### src/logic/fetch_pkg.sv
/* Widths and encodings shared by the prefetch subsystem
   Addresses and fetch words are one 32-bit word; fetch is read-only */
package fetch_pkg;

  //////////////////////////////
  // Widths
  //////////////////////////////

  // Byte address width of the AXI read port
  localparam int unsigned ADDR_W = 32;
  // One fetch word per read beat
  localparam int unsigned DATA_W = 32;

  //////////////////////////////
  // Encodings
  //////////////////////////////

  // AXI read response code, as carried on rresp
  typedef enum logic [1:0] {
    OKAY   = 2'b00,
    EXOKAY = 2'b01,
    SLVERR = 2'b10,
    DECERR = 2'b11
  } axi_resp_e;

  // Request controller state
  // REQ_ADDR holds the AR channel until the slave accepts it
  typedef enum logic {
    REQ_IDLE = 1'b0,
    REQ_ADDR = 1'b1
  } req_state_e;

endpackage
### src/logic/fetch_unit.sv
`timescale 1ns/1ps
/* Instruction prefetch over the AXI4-Lite read channels, NUM_REQS from 1 to 4
   R channel has no rready; the memory side must never stall responses
   Fetching begins at the first branch after reset */
module fetch_unit #(
  parameter int unsigned NUM_REQS = 2
) (
  input  logic                         clk_i,
  input  logic                         rst_ni,
  // Consumer side
  input  logic                         req_i,
  input  logic                         branch_i,
  input  logic [fetch_pkg::ADDR_W-1:0] branch_addr_i,
  output logic                         out_valid_o,
  input  logic                         out_ready_i,
  output logic [fetch_pkg::ADDR_W-1:0] out_addr_o,
  output logic [fetch_pkg::DATA_W-1:0] out_rdata_o,
  output logic                         out_err_o,
  // AR channel
  output logic [fetch_pkg::ADDR_W-1:0] m_araddr_o,
  output logic                         m_arvalid_o,
  input  logic                         m_arready_i,
  // R channel
  input  logic                         m_rvalid_i,
  input  logic [fetch_pkg::DATA_W-1:0] m_rdata_i,
  input  fetch_pkg::axi_resp_e         m_rresp_i
);

  // Push from controller into the FIFO
  logic push_valid;
  logic push_err;
  logic fifo_ready;

  fetch_req_ctrl #(
    .NUM_REQS (NUM_REQS)
  ) u_req_ctrl (
    .clk_i         (clk_i),
    .rst_ni        (rst_ni),
    .req_i         (req_i),
    .branch_i      (branch_i),
    .branch_addr_i (branch_addr_i),
    .fifo_ready_i  (fifo_ready),
    .araddr_o      (m_araddr_o),
    .arvalid_o     (m_arvalid_o),
    .arready_i     (m_arready_i),
    .rvalid_i      (m_rvalid_i),
    .rresp_i       (m_rresp_i),
    .push_valid_o  (push_valid),
    .push_err_o    (push_err)
  );

  // Read data goes straight in; the controller only qualifies it
  fetch_fifo #(
    .NUM_REQS (NUM_REQS)
  ) u_fifo (
    .clk_i       (clk_i),
    .rst_ni      (rst_ni),
    .clear_i     (branch_i),
    .in_valid_i  (push_valid),
    .in_ready_o  (fifo_ready),
    .in_addr_i   (branch_addr_i),
    .in_rdata_i  (m_rdata_i),
    .in_err_i    (push_err),
    .out_valid_o (out_valid_o),
    .out_ready_i (out_ready_i),
    .out_addr_o  (out_addr_o),
    .out_rdata_o (out_rdata_o),
    .out_err_o   (out_err_o)
  );

endmodule

### src/logic/fetch_req_ctrl.sv
`timescale 1ns/1ps
/* AR channel master for instruction fetch with up to NUM_REQS reads in flight
   Idle after reset until the first branch; responses must come back in order
   Responses owed at a branch are dropped, never pushed */
module fetch_req_ctrl #(
  parameter int unsigned NUM_REQS = 2
) (
  input  logic                         clk_i,
  input  logic                         rst_ni,
  input  logic                         req_i,
  input  logic                         branch_i,
  input  logic [fetch_pkg::ADDR_W-1:0] branch_addr_i,
  input  logic                         fifo_ready_i,
  output logic [fetch_pkg::ADDR_W-1:0] araddr_o,
  output logic                         arvalid_o,
  input  logic                         arready_i,
  input  logic                         rvalid_i,
  input  fetch_pkg::axi_resp_e         rresp_i,
  output logic                         push_valid_o,
  output logic                         push_err_o
);
  import fetch_pkg::*;

  localparam int unsigned CNT_W = $clog2(NUM_REQS + 1);
  localparam logic [CNT_W-1:0] MAX_OUT = CNT_W'(NUM_REQS);

  req_state_e        state_q, state_d;
  logic              started_q;
  logic [CNT_W-1:0]  outst_q, outst_d;
  logic [CNT_W-1:0]  disc_q, disc_d;
  logic [ADDR_W-1:0] next_addr_q;
  logic [ADDR_W-1:0] araddr_q;
  logic [ADDR_W-1:0] branch_word;
  logic [ADDR_W-1:0] issue_addr;
  logic              ar_free;
  logic              may_issue;
  logic              issue;
  logic              drop;

  //////////////////////////////
  // Request issue
  //////////////////////////////

  assign branch_word = {branch_addr_i[ADDR_W-1:2], 2'b00};

  // Channel is free when idle or when the held AR is taken this cycle
  assign ar_free = (state_q == REQ_IDLE) | arready_i;

  // A branch frees the FIFO, so it need not wait for fifo_ready
  assign may_issue = req_i & (branch_i | (started_q & fifo_ready_i));

  // Count includes a presented AR, which bounds accepted reads too
  assign issue      = may_issue & ar_free & (outst_q < MAX_OUT);
  assign issue_addr = branch_i ? branch_word : next_addr_q;

  always_comb begin
    state_d = state_q;
    if (issue) begin
      state_d = REQ_ADDR;
    end else if (ar_free) begin
      state_d = REQ_IDLE;
    end
  end

  assign arvalid_o = (state_q == REQ_ADDR);
  assign araddr_o  = araddr_q;

  //////////////////////////////
  // Responses
  //////////////////////////////

  // Responses still owed from before a branch are dropped
  assign drop         = rvalid_i & (disc_q != '0);
  assign push_valid_o = rvalid_i & (disc_q == '0);
  assign push_err_o   = (rresp_i != OKAY);

  assign outst_d = outst_q + CNT_W'(issue) - CNT_W'(rvalid_i);

  always_comb begin
    disc_d = disc_q;
    if (branch_i) begin
      // Every read owed after this cycle belongs to the old stream
      disc_d = outst_q - CNT_W'(rvalid_i);
    end else if (drop) begin
      disc_d = disc_q - CNT_W'(1);
    end
  end

  //////////////////////////////
  // Registers
  //////////////////////////////

  always_ff @(posedge clk_i or negedge rst_ni) begin
    if (!rst_ni) begin
      state_q   <= REQ_IDLE;
      started_q <= 1'b0;
      outst_q   <= '0;
      disc_q    <= '0;
    end else begin
      state_q <= state_d;
      outst_q <= outst_d;
      disc_q  <= disc_d;
      if (branch_i) begin
        started_q <= 1'b1;
      end
    end
  end

  // Address steps one word per issued request, reloaded on a branch
  always_ff @(posedge clk_i) begin
    if (issue) begin
      araddr_q    <= issue_addr;
      next_addr_q <= issue_addr + ADDR_W'(4);
    end else if (branch_i) begin
      next_addr_q <= branch_word;
    end
  end

endmodule

### src/logic/fetch_fifo.sv
`timescale 1ns/1ps
/* Fetch word FIFO of NUM_REQS+1 entries with a bypass from the push port
   Instructions may start at a halfword offset and span two words
   The producer must keep pushes within the room that in_ready_o reserves
   clear_i empties the FIFO at the next edge and wins over a push */
module fetch_fifo #(
  parameter int unsigned NUM_REQS = 2
) (
  input  logic                         clk_i,
  input  logic                         rst_ni,
  input  logic                         clear_i,
  input  logic                         in_valid_i,
  output logic                         in_ready_o,
  input  logic [fetch_pkg::ADDR_W-1:0] in_addr_i,
  input  logic [fetch_pkg::DATA_W-1:0] in_rdata_i,
  input  logic                         in_err_i,
  output logic                         out_valid_o,
  input  logic                         out_ready_i,
  output logic [fetch_pkg::ADDR_W-1:0] out_addr_o,
  output logic [fetch_pkg::DATA_W-1:0] out_rdata_o,
  output logic                         out_err_o
);
  import fetch_pkg::*;

  // One spare entry beyond the reads that may be in flight
  localparam int unsigned DEPTH = NUM_REQS + 1;

  // Entry 0 is the head word
  logic [DEPTH-1:0][DATA_W-1:0] data_q, data_d;
  logic [DEPTH-1:0]             err_q, err_d;
  logic [DEPTH-1:0]             valid_q, valid_d;
  logic [DEPTH-1:0]             lowest_free;
  logic [DEPTH-1:0]             valid_pushed;
  logic [DEPTH-1:0]             entry_we;

  logic [DATA_W-1:0] head_data;
  logic [DATA_W-1:0] next_data;
  logic              head_err;
  logic              next_err;
  logic              head_vld;
  logic              next_vld;
  logic [15:0]       cur_half;
  logic              unaligned;
  logic              is32;
  logic              fire;
  logic              pop;

  // Halfword address of the instruction at the output
  logic [ADDR_W-1:1] addr_q;

  //////////////////////////////
  // Head and second word
  //////////////////////////////

  // Empty head falls through to the incoming response
  assign head_data = valid_q[0] ? data_q[0] : in_rdata_i;
  assign head_err  = valid_q[0] ? err_q[0] : in_err_i;
  assign head_vld  = valid_q[0] | in_valid_i;

  // Second word comes from entry 1, or from the push behind a stored head
  assign next_data = valid_q[1] ? data_q[1] : in_rdata_i;
  assign next_err  = valid_q[1] ? err_q[1] : in_err_i;
  assign next_vld  = valid_q[1] | (valid_q[0] & in_valid_i);

  // Low halfword of the current instruction decides its size
  assign unaligned = addr_q[1];
  assign cur_half  = unaligned ? head_data[DATA_W-1:16] : head_data[15:0];
  assign is32      = (cur_half[1:0] == 2'b11);

  //////////////////////////////
  // Realignment
  //////////////////////////////

  always_comb begin
    if (unaligned) begin
      // Upper half of head, then lower half of the next word
      out_rdata_o = {next_data[15:0], head_data[DATA_W-1:16]};
      // Second word only matters for a 32-bit instruction
      out_err_o   = head_err | (is32 & next_err);
      out_valid_o = (is32 ? next_vld : head_vld) & ~clear_i;
    end else begin
      out_rdata_o = head_data;
      out_err_o   = head_err;
      out_valid_o = head_vld & ~clear_i;
    end
  end

  assign fire = out_valid_o & out_ready_i;

  // Head word is done once an instruction ends at or beyond its top
  assign pop = fire & (unaligned | is32);

  // Room for every read that may still be in flight
  assign in_ready_o = ~valid_q[DEPTH-NUM_REQS];

  //////////////////////////////
  // Shift entries
  //////////////////////////////

  for (genvar i = 0; i < DEPTH; i++) begin : g_entry
    logic              above_vld;
    logic              above_pushed;
    logic [DATA_W-1:0] above_data;
    logic              above_err;

    // Top entry has nothing above it, so it only ever takes the push
    if (i == DEPTH - 1) begin : g_top
      assign above_vld    = 1'b0;
      assign above_pushed = 1'b0;
      assign above_data   = in_rdata_i;
      assign above_err    = in_err_i;
    end else begin : g_mid
      assign above_vld    = valid_q[i+1];
      assign above_pushed = valid_pushed[i+1];
      assign above_data   = data_q[i+1];
      assign above_err    = err_q[i+1];
    end

    // Write pointer is the first empty entry
    if (i == 0) begin : g_first
      assign lowest_free[i] = ~valid_q[i];
    end else begin : g_rest
      assign lowest_free[i] = ~valid_q[i] & valid_q[i-1];
    end

    assign valid_pushed[i] = valid_q[i] | (in_valid_i & lowest_free[i]);

    // A pop moves everything down one entry, the push included
    assign valid_d[i]  = ~clear_i & (pop ? above_pushed : valid_pushed[i]);
    assign entry_we[i] = pop ? above_pushed : (in_valid_i & lowest_free[i]);

    // Empty neighbour above means the push lands here
    assign data_d[i] = above_vld ? above_data : in_rdata_i;
    assign err_d[i]  = above_vld ? above_err : in_err_i;
  end

  always_ff @(posedge clk_i or negedge rst_ni) begin
    if (!rst_ni) begin
      valid_q <= '0;
    end else begin
      valid_q <= valid_d;
    end
  end

  always_ff @(posedge clk_i) begin
    for (int i = 0; i < DEPTH; i++) begin
      if (entry_we[i]) begin
        data_q[i] <= data_d[i];
        err_q[i]  <= err_d[i];
      end
    end
  end

  //////////////////////////////
  // Instruction address
  //////////////////////////////

  // Branch target on clear, otherwise step by one or two halfwords
  always_ff @(posedge clk_i) begin
    if (clear_i) begin
      addr_q <= in_addr_i[ADDR_W-1:1];
    end else if (fire) begin
      addr_q <= addr_q + {{(ADDR_W-3){1'b0}}, is32, ~is32};
    end
  end

  assign out_addr_o = {addr_q, 1'b0};

endmodule

### config.mk
export PLATFORM = sky130hd
export DESIGN_NAME = fetch_unit
export DESIGN_NICKNAME = d
export VERILOG_FILES = /design/src/logic/fetch_pkg.sv /design/src/logic/fetch_unit.sv /design/src/logic/fetch_req_ctrl.sv /design/src/logic/fetch_fifo.sv
export SDC_FILE = /design/constraint.sdc
export NUM_CORES = 1
export LEC_CHECK = 0
export ABC_AREA = 1
export BUFFER_PORTS_ARGS = -buffer_cell sky130_fd_sc_hd__buf_2
export CORE_MARGIN = 3
export CORE_UTILIZATION = 50
export CTS_CLUSTER_DIAMETER = 30
export CTS_CLUSTER_SIZE = 30
export DETAILED_ROUTE_END_ITERATION = 8
export PLACE_DENSITY_LB_ADDON = 0.05
export SYNTH_ARGS = -nofsm -noshare
export SYNTH_HDL_FRONTEND = slang
export SYNTH_SLANG_ARGS = --single-unit
### constraint.sdc
create_clock -name clk_i -period 9.6 [get_ports clk_i]
set_clock_uncertainty 0.05 [all_clocks]
set_input_delay 1.92 -clock clk_i [delete_from_list [all_inputs] [get_ports clk_i]]
set_output_delay 1.92 -clock clk_i [all_outputs]
set_load 0.01 [all_outputs]
* After elaboration in Yosys (flattened, before gate mapping)
Index checks and enable logic that the tools add are counted.
W data, S select, Z words.
** Cells by class
- Add/sub/neg operators :: 6
- Multipliers :: 0
- Div/mod/pow operators :: 0
- Magnitude comparators :: 1
- Equality and inequality tests :: 1
- Shift-type cells :: 0
- Mux-type cells :: 25
- Bitwise operators :: 35
- Reduce and logical (&&, ||, !) cells :: 6
** Operators with widths (number)
- $mux W32 :: 6
- $mux W31 :: 2
- $add A32 B3 Y32 const B :: 1
- $add A31 B2 Y31 :: 1
- $and A1 B1 Y1 :: 20
- $mux W1 :: 14
- $reduce_bool A2 Y1 :: 5
- $or A1 B1 Y1 :: 9
- $mux W2 :: 3
- $not A1 Y1 :: 6
- $sub A2 B1 Y2 :: 2
- $add A2 B1 Y2 :: 1
- $eq A2 B2 Y1 const B :: 1
- $logic_not A2 Y1 :: 1
- $lt A2 B2 Y1 const B :: 1
- $sub A2 B1 Y2 const B :: 1
** Word-level totals
- Register bits after elaboration :: 203
- Latch bits :: 0
- Memory bits (writable) :: 0
- Memory bits (read-only) :: 0
- Output and inout bits :: 99
- Word-level logic and storage cells :: 88
- Memories :: 0

* Longest topological paths before layout
Gate-level depths: netlist of the first run.
- Depth in word-level cells :: 11
- Gate-level depth with buffers :: 20
- Depth with buffers taken out :: 19

* Hierarchy
From an unflattened synthesis of the first run, not the netlist that was laid out.
** Unflattened totals
- Cell total of the unflattened synthesis :: 1151
- Area, all modules :: 10329.9 sq um
** By module, submodules not included
- fetch_fifo :: instances 1, cells an instance 754, area each 6899.1 sq um, sequential area each 3978.8 sq um
- fetch_req_ctrl :: instances 1, cells an instance 397, area each 3430.8 sq um, sequential area each 1751.7 sq um

* Worst setup path before layout of the first run
OpenSTA, ideal clock, no wires.
- Path kind :: in2reg
- Start :: input m_rdata_i[16] (netlist name)
- End :: register u_fifo.data_q[0] (netlist name) (enable)
- Setup time :: 0.469 ns
- Data arrival time :: 5.431 ns
- Slack :: 3.650 ns
- Cell stages on the path :: 9
- Cell sequence :: nand2_1 > nand2_1 > inv_1 > o21ai_0 > nand2_1 > ha_1 > inv_1 > nand4_2 > o21ai_0
** Between the ends
- Cells in the longest elaborated chain, start to end :: 9
- Elaborated cells between the ends (all ways) :: 10
- Those cells by class :: eq/ne: 1; mux: 5; bitwise: 4
** Ends and longest elaborated chain
- from (decl) :: RTL line fetch_unit.sv:25 : input logic [fetch_pkg::DATA_W-1:0] m_rdata_i,
- $mux W32 (*) :: RTL line fetch_fifo.sv:56 : assign head_data = valid_q[0] ? data_q[0] : in_rdata_i;
- $mux W2 (*) :: RTL line fetch_fifo.sv:67 : assign cur_half = unaligned ? head_data[DATA_W-1:16] : head_data[15:0];
- $eq A2 B2 Y1 (*) :: RTL line fetch_fifo.sv:68 : assign is32 = (cur_half[1:0] == 2'b11);
- $mux W1 :: RTL line fetch_fifo.sv:80 : out_valid_o = (is32 ? next_vld : head_vld) & ~clear_i;
- $and A1 B1 Y1 :: RTL line fetch_fifo.sv:80
- $mux W1 :: RTL line fetch_fifo.sv:75 : if (unaligned) begin
- $and A1 B1 Y1 :: RTL line fetch_fifo.sv:88 : assign fire = out_valid_o & out_ready_i;
- $and A1 B1 Y1 (*) :: RTL line fetch_fifo.sv:91 : assign pop = fire & (unaligned | is32);
- $mux W1 (*) :: RTL line fetch_fifo.sv:130 : assign entry_we[i] = pop ? above_pushed : (in_valid_i & lowest_free[i]);
- named net u_fifo.entry_we[0] :: RTL line fetch_fifo.sv:34 : logic [DEPTH-1:0] entry_we;
- to (signal, indexed assignment) :: RTL line fetch_fifo.sv:148 : data_q[i] <= data_d[i];
- to (decl) :: RTL line fetch_fifo.sv:29 : logic [DEPTH-1:0][DATA_W-1:0] data_q, data_d;
The timed path passes the listed nets; every way through them passes the cells marked *.
A chain may end at the register's enable or synchronous reset.

* Worst setup path after layout of the first run
- Start :: input branch_i
- End :: output out_valid_o
** Between the ends
- Cells in the longest elaborated chain, start to end :: 3
- Elaborated cells between the ends (all ways) :: 4
- Those cells by class :: mux: 1; bitwise: 3
** Ends and longest elaborated chain
- from (decl) :: RTL line fetch_unit.sv:12 : input logic branch_i,
- $not A1 Y1 (*) :: RTL line fetch_fifo.sv:80, fetch_fifo.sv:84
- $and A1 B1 Y1 (on tied branches) :: RTL line fetch_fifo.sv:84, fetch_fifo.sv:80
- $mux W1 (*) :: RTL line fetch_fifo.sv:75
- to (decl) :: RTL line fetch_unit.sv:14 : output logic out_valid_o,
Every way passes the cells marked *; elsewhere a longest branch is shown, timed or not.

==> results by group, run 1 <==
Clock tree
  • Post-CTS setup buffers: 0
  • CTS H-tree depth: 2
  • Clock buffer depth: 3
  • Post-CTS resize count: 0
  • # clock sinks: 203
  • Cts bufs inserted: 45
  • Hold Buf Count CTS: 0
  • Clock root cell: clkbuf_16
  • Clock transition at the registers of the reported paths: 40 ps
  • Clock latency on the worst-skew pair: 520 ps
  • CTS tree: built

Floorplanning
  • Initial Util: 51.4%
  • Ports: 172
  • Die width: 148 um
  • Placeable Area: 0.0197 mm^2
  • Total die area: 0.0220 mm^2
  • DIE HEIGHT: 148 um
  • Site Rows: 51

Worst setup path
  • Worst path max stage delay: 400 ps
  • CP Max Fanout: 62
  • Worst path slowest cell: buf_4
  • Critical path data required time: 7630 ps
  • Critical Path AT: 3140 ps
  • Most used cell, CP: buf_2
  • CP Cell Sequence: buf_2 -> buf_4 -> inv_8 -> nand3_1 -> inv_1 -> buf_2
  • WS Path Type: in -> out
  • Type of origin of the critical path: input port
  • Critical path capture point type: output pin

Global routing
  • Largest net degree at the start of global routing: 72
  • Grt total ovfl: 0
  • Initial antenna violation count: 1
  • Global-route wire length before repair: 42,200 um
  • Total GRT Usage: 24.4%
  • Vias in the first global route: 7,760

Detailed routing
  • Met3 routed WL: 1860 um
  • Routed len/inst: 16.4 um
  • M1 WL: 13,200 um
  • WL met2: 11,300 um
  • Vias: 8,286
  • Initial DRC count: 729
  • Drt drc: 0
  • Post-route ant nets: 0
  • Top Layer Used: met5
  • Routed WL: 26,800 um
  • Vias/cell: 5.07
  • Pre-antenna DRT Iters: 5

Synthesis
  • Asr flop ratio synth: 4.43%
  • Synthesized area: 0.0101 mm^2
  • Seq cells post-synth: 203
  • Post-synth EDFFs: 162
  • Seq/Total Area, Yosys: 56.5%
  • Total of warnings raised by yosys: 0
  • Syn nets: 1,230
  • Cells after Synth: 1,149
  • Top_reg_cell synth: edfxtp_1
  • Avg Cell Area, Syn: 8.82 um^2
  • Netlist cell types: 41

Timing
  • Worst-Margin Slew: 1070 ps
  • Slew margin rel.: 28.5%
  • RSZ-0062 raised after global routing: no
  • Post-layout minimum cycle time: 5110 ps
  • Final WS setup: 4490 ps
  • Final hold violations: 0
  • Setup-failing EPs final: 0
  • Slew Limit Fails: 0
  • Total Neg Setup Slack: 0 ps
  • Fmax: 0.196 GHz
  • Fin crit share: 53.3%

Power and ir drop
  • VDD IR max: 158 uV
  • Pleak: 5.41 nW
  • Pwr dens: 256 mW/mm^2

Layout
  • Area Growth Syn to Fin: 24.9%
  • Most common cell after layout, fill and taps aside: nand2_1
  • Fraction of layout cells with a size suffix above 1: 21.3%
  • Final core occ: 64.2%
  • Final #Nets: 1,413
  • N_diodes: 0
  • Design area: 0.0127 mm^2
  • Layout Cells excl Fill: 1,633
  • Most frequent cells in the layout: nand2_1, buf_2, edfxtp_1
  • FILL cells: 1,679

Placement
  • # placed instances: 1,550
  • Gpl congestion: 0.908
  • Placed Area: 0.0112 mm^2
  • Place WS: 4480 ps
  • Port buffer count: 169
  • Hpwl dp: 18,600 um

Job
  • MaxCap Viol Count: 0

Worst hold path
  • Worst hold-check path type: reg -> reg

Outcome
  • Outcome: completed
## worst paths after layout
| path | from | end | slack (ps) | depth (start not counted) |
|---|---|---|---|---|
| min in group asynchronous | rst_ni | u_fifo.valid_q[2]$_DFF_PN0_ | 1220 | 1 |
| worst max register to register | u_fifo.addr_q[1]$_DFFE_PP_ | u_fifo.addr_q[30]$_DFFE_PP_ | 5100 | 17 |
| worst min register to register | u_req_ctrl.next_addr_q[1]$_DFF_P_ | u_req_ctrl.next_addr_q[1]$_DFF_P_ | 360 | 2 |
| worst max-delay path | branch_i | out_valid_o | 4490 | 6 |
| worst min-delay path | u_req_ctrl.next_addr_q[1]$_DFF_P_ | u_req_ctrl.next_addr_q[1]$_DFF_P_ | 360 | 2 |
| max in group asynchronous | rst_ni | u_fifo.valid_q[1]$_DFF_PN0_ | 8060 | 1 |
## state kept, by name (all words and copies together), names as in the netlist
name / cells
u_req_ctrl.araddr_o: 32
u_fifo.valid_q: 3
u_fifo.addr_q: 31
u_fifo.data_q: 32
u_fifo.g_entry.above_data: 64
u_req_ctrl.next_addr_q: 32
u_fifo.err_q: 3
u_req_ctrl.arvalid_o: 1
u_req_ctrl.outst_q: 2
u_req_ctrl.disc_q: 2
u_req_ctrl.started_q: 1
## logic make-up (layout without fill, tap and decap cells)
logic type / after synthesis / count (layout) / synth area share [%]
AOI/OAI and AO/OA: 164 / 164 / 8.68
other: 1 / 1 / 0.0370
and+or+nand+nor: 587 / 587 / 24.4
xor gates and xnor gates: 33 / 33 / 2.85
adders and majority gates: 8 / 8 / 1.06
DFF: 203 / 203 / 56.5
buffers and inverters: 153 / 372 / 6.42
## area by class of cell
cell class                 instances  area, um^2  area share (%)
multi-input combinational        793        3770            29.8
tap                              265         332            2.62
sequential                       203        5730            45.3
inverter                         112         428            3.38
clock buffer                      57        1260            9.98
timing repair buffer             177         906            7.16
clock inverter                    26         229            1.81
## critical path, delay by kind of cell
family	cells	cell delay, ps
simple gates	1	230
buf+inv	5	930
## metal layers
| metal | global-route usage [%] | vias up |
|---|---|---|
| li1 | - | 4162 |
| met1 | 38.0 | 3820 |
| met2 | 34.9 | 264 |
| met3 | 5.24 | 38 |
| met4 | 6.14 | 2 |
| met5 | 0 | - |
## through the flow
stage	power, W	hold slack (ps)
6_report	0.00324	363
5_1_grt	0.00340	379
4_1_cts	0.00326	366
3_5_place_dp	0.00176	360
3_3_place_gp	0.00175	354
2_1_floorplan	0.00154	347
## report_power, final
group | internal, W | total (W) | switching (W)
logic | 0.000187 | 0.000589 | 0.000403
clock network | 0.00102 | 0.00149 | 0.000463
registers | 0.00110 | 0.00116 | 0.0000614
## synthesized netlist by cell type, types with 2 or more instances
library cell / instances / area, um^2
nand2_1: 393 / 1480
edfxtp_1: 162 / 4860
o21ai_0: 139 / 696
inv_1: 108 / 405
nor2_1: 93 / 349
nand3_1: 33 / 165
dfxtp_1: 32 / 641
clkbuf_1: 28 / 105
xor2_1: 24 / 210
nand2_2: 19 / 119
o211ai_1: 16 / 120
nand4_1: 13 / 81.3
nor3_1: 11 / 55.1
dfrtp_1: 9 / 225
xnor2_1: 9 / 78.8
ha_1: 7 / 87.6
buf_6: 6 / 67.6
nand2_4: 5 / 56.3
nand3b_1: 5 / 37.5
nor2_2: 5 / 31.3
a31oi_1: 4 / 25.0
buf_2: 3 / 15.0
a21boi_0: 2 / 15.0
buf_1: 2 / 7.51
inv_2: 2 / 7.51
nand3_2: 2 / 20.0
nand4_2: 2 / 25.0
nor2_4: 2 / 22.5
(Power assumes the default switching activity.)
==> run 2, diff against run 1 <==
==> constraint.sdc (replaced) <==
create_clock -name clk_i -period 4.5 [get_ports clk_i]
set_clock_uncertainty 0.05 [all_clocks]
set_input_delay 0.9 -clock clk_i [delete_from_list [all_inputs] [get_ports clk_i]]
set_output_delay 0.9 -clock clk_i [all_outputs]
set_load 0.01 [all_outputs]
==> run 2 against run 1 <==
Net effect:
- first-iteration DRC count shrank 6.6%
- non-clock buffer count is 5 higher
- global-route usage down 0.11 points
- clock power grew 110%
- setup slack got worse by 3700 ps
- final cell count is 0.37% higher
- combinational power rose by 120%
- core utilization up 0.20 points
- sequential share of layout area down 0.14 points
- largest power group unchanged
==> results by group, run 2 (synthesis gave the netlist of run 1 again) <==
Power and ir drop
  • VDD IR max: 376 uV (+140%)
  • Sw Ratio: 29.2% (+0.55 points)
  • Sequential power share: 35.8% (about the same)
  • Comb power frac: 18.5% (+0.3 points)
  • Internal power: 0.00489 W (+110%)
  • Pwr dens: 543 mW/mm^2 (+110%)
  • Sw Pwr: 0.00201 W (+120%)
  • Clock network power share: 45.7% (-0.2 points)
  • Pleak: 5.44 nW (+0.52%)

Timing
  • Fin crit share: 82.1%
  • Worst-Margin Slew: 611 ps (-462 ps)
  • Slew margin rel.: 59.2% (+31 points)
  • WHS: 180 ps (-183 ps)
  • Post-layout minimum cycle time: 3700 ps
  • Fmax: 0.271 GHz
  • RSZ-0062 raised after global routing: no
  • Slew Limit Fails: 0 (unchanged)
  • Final hold violations: 0 (unchanged)
  • Setup-failing EPs final: 0 (unchanged)

Detailed routing
  • Initial DRC count: 681 (-6.6%)
  • Routed WL: 26,800 um (-0.11%)
  • Routed len/inst: 16.3 um (-0.47%)
  • Pre-antenna DRT Iters: 5 (unchanged)
  • Post-route ant nets: 0 (unchanged)
  • Vias/cell: 5.07 (about the same)
  • Drt drc: 0 (unchanged)
  • Vias: 8,312 (+0.31%)

Placement
  • # placed instances: 1,555 (+0.32%)
  • Placed Area: 0.0112 mm^2 (+0.34%)
  • Gpl congestion: 0.884 (-2.6%)
  • Hpwl dp: 18,600 um (about the same)
  • Port buffer count: 169 (unchanged)

Outcome
  • Outcome: completed

Floorplanning
  • Site Rows: 51 (unchanged)
  • Ports: 172 (unchanged)
  • Total die area: 0.0220 mm^2 (unchanged)
  • Initial Util: 51.4% (unchanged)
  • Placeable Area: 0.0197 mm^2 (unchanged)
  • DIE HEIGHT: 148 um (unchanged)
  • Die width: 148 um (unchanged)

Clock tree
  • CTS tree: built
  • CTS H-tree depth: 2 (unchanged)
  • Hold Buf Count CTS: 0 (unchanged)
  • Post-CTS resize count: 0 (unchanged)
  • Cts bufs inserted: 46 (+2.2%)
  • # clock sinks: 203 (unchanged)
  • Clock latency on the worst-skew pair: 530 ps (about the same)
  • Post-CTS setup buffers: 0 (unchanged)
  • Clock transition at the registers of the reported paths: 40 ps (about the same)
  • Clock root cell: clkbuf_16
  • Clock buffer depth: 3 (unchanged)

Layout
  • Most common cell after layout, fill and taps aside: nand2_1
  • Final #Nets: 1,419 (+0.42%)
  • Most frequent cells in the layout: nand2_1, buf_2, edfxtp_1
  • N_diodes: 0 (unchanged)
  • Layout Cells excl Fill: 1,639 (+0.37%)
  • Fraction of layout cells with a size suffix above 1: 21.7% (+0.42 points)
  • Area Growth Syn to Fin: 25.2%
  • Design area: 0.0127 mm^2 (+0.31%)
  • FILL cells: 1,667 (-0.71%)
  • Max FFs per register: 64 (unchanged)

Worst setup path
  • Worst path slowest cell: dfrtp_1
  • Worst path max stage delay: 480 ps (+80 ps)
  • Critical path capture point type: output pin
  • CP Cell Sequence: clkinv_1 -> buf_4 -> o21ai_0 -> o21ai_0 -> buf_2
  • Most used cell, CP: o21ai_0
  • WS Path Type: reg -> out
  • Critical path data required time: 3550 ps (-4080 ps)
  • Type of origin of the critical path: flop
  • CP Max Fanout: 32 (-48%)
  • Reg2reg setup slack: 980 ps (-4120 ps)
  • Crit-path leading delay family: buffers and inverters
  • Critical Path AT: 2750 ps (-390 ps)
  • Buffers and inverters on the worst path: 3 (-2)

Global routing
  • Global-route wire length before repair: 42,100 um (-0.34%)
  • Largest net degree at the start of global routing: 68 (-5.6%)
  • Grt total ovfl: 0 (unchanged)
  • Total GRT Usage: 24.3% (-0.11 points)
  • Initial antenna violation count: 1 (unchanged)
  • Vias in the first global route: 7,850 (+1.2%)

Job
  • MaxCap Viol Count: 0 (unchanged)

Worst hold path
  • Worst hold-check path type: in -> async
[run 2: worst register-to-register path: stages, from the launching register on]
cell      delay, ps
dfrtp_1         480
clkinv_1        470
nand2_1         220
nand2_1          90
nand2_1          90
o21ai_0         130
nand2_1         150
inv_1            90
ha_1            290
nand2_1          50
o21ai_0         320
inv_1           140
nor2_1          210
inv_1            80
nor2_1          140
nand2_1          70
nand2_1          60
nand2_1          50
nand2_1          50
nand2_1          40
[run 2: per-stage QoR]
stage | total power [W] | setup WS [ps] | util, % | setup TNS [ps]
floorplan | 0.00328 | -430 | - | -28390
global placement | 0.00375 | 1030 | 56.8 | 0
detailed placement | 0.00377 | 1000 | 56.8 | 0
CTS | 0.00695 | 798 | 64.4 | 0
global route | 0.00724 | 399 | 64.4 | 0
finish | 0.00690 | 805 | 64.4 | 0
[run 2: power by group through the flow]
stage	registers, W	logic, W	clock network [W]
2_1_floorplan	0.00252	0.000761	0
3_3_place_gp	0.00249	0.00126	0
3_5_place_dp	0.00250	0.00127	0
4_1_cts	0.00247	0.00128	0.00320
5_1_grt	0.00250	0.00144	0.00329
6_report	0.00247	0.00128	0.00315
[run 2: per-layer routing]
layer / share of wire (%) / routed length [um] / global-route usage, %
met4: 1.6 / 425 / 6.61
met2: 42 / 11300 / 34.1
met1: 49 / 13100 / 38.3
met3: 7.1 / 1890 / 4.97
met5: 0.049 / 13 / 0
[run 2: worst paths after layout]
| kind | startpoint | end | cells past startpoint |
|---|---|---|---|
| setup / recovery | u_fifo.valid_q[0]$_DFF_PN0_ | out_rdata_o[22] | 5 |
| hold / removal | rst_ni | u_req_ctrl.outst_q[1]$_DFF_PN0_ | 1 |
| setup reg to reg | u_fifo.valid_q[0]$_DFF_PN0_ | u_fifo.addr_q[30]$_DFFE_PP_ | 19 |
| hold reg to reg | u_req_ctrl.next_addr_q[1]$_DFF_P_ | u_req_ctrl.next_addr_q[1]$_DFF_P_ | 2 |
| max in group asynchronous | rst_ni | u_fifo.valid_q[1]$_DFF_PN0_ | 1 |
| min in group clk_i | u_req_ctrl.next_addr_q[1]$_DFF_P_ | u_req_ctrl.next_addr_q[1]$_DFF_P_ | 2 |
[run 2: layout make-up]
class,count,area [um^2],share of cell area (%)
inverter,112,428,3.37
clock buffer,61,1260,9.91
multi-input combinational,793,3770,29.7
tap,265,332,2.61
sequential,203,5730,45.1
clock inverter,23,235,1.85
timing repair buffer,182,943,7.43
==> run 3, diff against run 2 <==
==> constraint.sdc (replaced) <==
create_clock -name clk_i -period 2.95 [get_ports clk_i]
set_clock_uncertainty 0.05 [all_clocks]
set_input_delay 0.59 -clock clk_i [delete_from_list [all_inputs] [get_ports clk_i]]
set_output_delay 0.59 -clock clk_i [all_outputs]
set_load 0.01 [all_outputs]
==> run 3 against run 2 <==
Net effect:
- power up 62%
- via count up 1.3%
- wire length is 1.8% higher
- cell area rose by 2.9%
- critical path depth did not move
- non-clock buffer count up 26
- hold slack better by 31 ps
- critical path type unchanged
- count of clock-buffer cells in the layout is 7 lower
- core utilization grew 1.9 points
- first-iteration DRC count decreased by 5.0%
- die area unchanged
==> results by group, run 3 (synthesis gave the netlist of run 1 again) <==
Global routing
  • Initial antenna violation count: 0 (-1)
  • Vias in the first global route: 7,947 (+1.2%)
  • Total GRT Usage: 24.4% (+0.057 points)
  • Global-route wire length before repair: 42,200 um (+0.16%)
  • Largest net degree at the start of global routing: 67 (-1.5%)
  • Grt total ovfl: 0 (unchanged)

Worst setup path
  • CP Cell Sequence: inv_4 -> buf_4 -> o21ai_0 -> o21ai_0 -> buf_2
  • Worst path max stage delay: 580 ps (+100 ps)
  • RR Startpoint: u_fifo.valid_q[0]$_DFF_PN0_
  • CP Max Fanout: 40 (+25%)
  • Type of origin of the critical path: flop
  • Reg2reg setup slack: 190 ps (-790 ps)
  • R2R depth: 17 (-2)
  • Critical path capture point type: output pin
  • WS Path Type: reg -> out
  • R2r endpoint: u_fifo.addr_q[20]$_DFFE_PP_
  • Crit path capture: out_rdata_o[2]
  • WP depth: 5 (unchanged)
  • Crit-path leading delay family: compound AO/OA/AOI/OAI gates
  • Most used cell, CP: o21ai_0
  • Critical path data required time: 2310 ps (-1240 ps)
  • Buffers and inverters on the worst path: 3 (unchanged)
  • Critical Path AT: 2180 ps (-570 ps)
  • Worst path slowest cell: o21ai_0
  • Critical Path Source: u_fifo.valid_q[0]$_DFF_PN0_

Detailed routing
  • Vias/cell: 5.06 (-0.15%)
  • Pre-antenna DRT Iters: 5 (unchanged)
  • Vias: 8,421 (+1.3%)
  • Routed WL: 27,300 um (+1.8%)
  • Post-route ant nets: 0 (unchanged)
  • Routed len/inst: 16.4 um (+0.29%)
  • Drt drc: 0 (unchanged)
  • Initial DRC count: 647 (-5.0%)

Layout
  • Fraction of layout cells with a size suffix above 1: 23.7% (+2.0 points)
  • Design area: 0.0131 mm^2 (+2.9%)
  • N_diodes: 0 (unchanged)
  • Layout Cells excl Fill: 1,663 (+1.5%)
  • Most common cell after layout, fill and taps aside: nand2_1
  • Final core occ: 66.3% (+1.9 points)
  • Max FFs per register: 64 (unchanged)
  • Most frequent cells in the layout: nand2_1, buf_2, edfxtp_1
  • Area Growth Syn to Fin: 28.9%
  • Final #Nets: 1,443 (+1.7%)

Worst hold path
  • Worst Hold Depth: 1
  • Worst hold-check path type: in -> reg

Clock tree
  • CTS tree: built
  • # clock sinks: 203 (unchanged)
  • Clock latency on the worst-skew pair: 520 ps (about the same)
  • Cts bufs inserted: 44 (-4.3%)
  • Clock transition at the registers of the reported paths: 50 ps (about the same)
  • CTS H-tree depth: 2 (unchanged)
  • Clock root cell: clkbuf_16
  • Clock buffer depth: 3 (unchanged)

Power and ir drop
  • Pleak: 5.62 nW (+3.4%)
  • VDD IR max: 616 uV (+64%)
  • Pwr dens: 853 mW/mm^2 (+57%)

Floorplanning
  • Site Rows: 51 (unchanged)
  • Total die area: 0.0220 mm^2 (unchanged)
  • Die width: 148 um (unchanged)
  • Initial Util: 51.4% (unchanged)
  • Placeable Area: 0.0197 mm^2 (unchanged)
  • Ports: 172 (unchanged)
  • DIE HEIGHT: 148 um (unchanged)

Placement
  • Placed Area: 0.0114 mm^2 (+1.8%)
  • Port buffer count: 169 (unchanged)
  • Gpl congestion: 0.915 (+3.5%)
  • Hpwl dp: 19,300 um (+3.7%)
  • # placed instances: 1,578 (+1.5%)

Timing
  • Fmax: 0.354 GHz
  • RSZ-0062 raised after global routing: yes
  • Slew margin rel.: 55.7% (-3.6 points)
  • Worst-Margin Slew: 658 ps (+46.6 ps)
  • Slew Limit Fails: 0 (unchanged)
  • WHS: 212 ps (+31.4 ps)
  • Final hold violations: 0 (unchanged)
  • Setup-failing EPs final: 0 (unchanged)
  • Fin crit share: 95.7%
  • Total Neg Setup Slack: 0 ps (unchanged)
  • Post-layout minimum cycle time: 2820 ps

Outcome
  • Outcome: completed

Job
  • MaxCap Viol Count: 0 (unchanged)
## run 3: cell type report
| cell class | count | area, um^2 |
|---|---|---|
| Sequential cell | 203 | 5740 |
| Fill cell | 1644 | 6650 |
| Tap cell | 265 | 332 |
| Timing Repair Buffer | 208 | 1170 |
| Clock buffer | 54 | 1170 |
| Clock inverter | 28 | 453 |
| Inverter | 112 | 430 |
| Multi-Input combinational cell | 793 | 3780 |
## run 3: layer usage
| layer | global-route usage, % | share of wire (%) | vias to the layer above | routed length (um) |
|---|---|---|---|---|
| li1 | - | - | 4232 | - |
| met1 | 37.9 | 48 | 3860 | 13200 |
| met2 | 35.3 | 43 | 293 | 11700 |
| met3 | 4.81 | 7.3 | 36 | 1980 |
| met4 | 5.82 | 1.5 | 0 | 409 |
| met5 | 0 | 0 | - | 0 |
## run 3: what timing repair did
action                                  4_1_cts  5_1_grt
pin swaps                                     0        1
hold buffers                                  1        0
endpoints found under the setup margin       13       27
endpoints found under the hold margin         9        0
gates resized for setup                       3       10
setup buffers                                 0        2
## run 3: worst min path at each step
stage / from / slack [ps] / endpoint
after floorplan: rst_ni / 240 / u_fifo.valid_q[0]$_DFF_PN0_
after global placement: u_req_ctrl.next_addr_q[0]$_DFF_P_ / 350 / u_req_ctrl.next_addr_q[0]$_DFF_P_
after detailed placement: u_req_ctrl.next_addr_q[1]$_DFF_P_ / 370 / u_req_ctrl.next_addr_q[1]$_DFF_P_
after CTS: m_rdata_i[14] / 190 / u_fifo.g_entry[1].above_data[14]$_DFFE_PP_
after global routing: m_rdata_i[30] / 190 / u_fifo.g_entry[1].above_data[30]$_DFFE_PP_
final: m_rdata_i[30] / 210 / u_fifo.g_entry[1].above_data[30]$_DFFE_PP_
## run 3: through the flow
| step | power [W] | setup slack [ps] |
|---|---|---|
| after floorplan | 0.00500 | -232 |
| after global placement | 0.00580 | -14.3 |
| after detailed placement | 0.00584 | -119 |
| after CTS | 0.0112 | 45.4 |
| after global routing | 0.0117 | -13.2 |
| final | 0.0112 | 128 |
## run 3: power by group
part	switching (W)	internal, W	total [W]
logic	0.00136	0.000699	0.00205
registers	0.000193	0.00358	0.00377
clock network	0.00155	0.00377	0.00532
total	0.00310	0.00805	0.0112
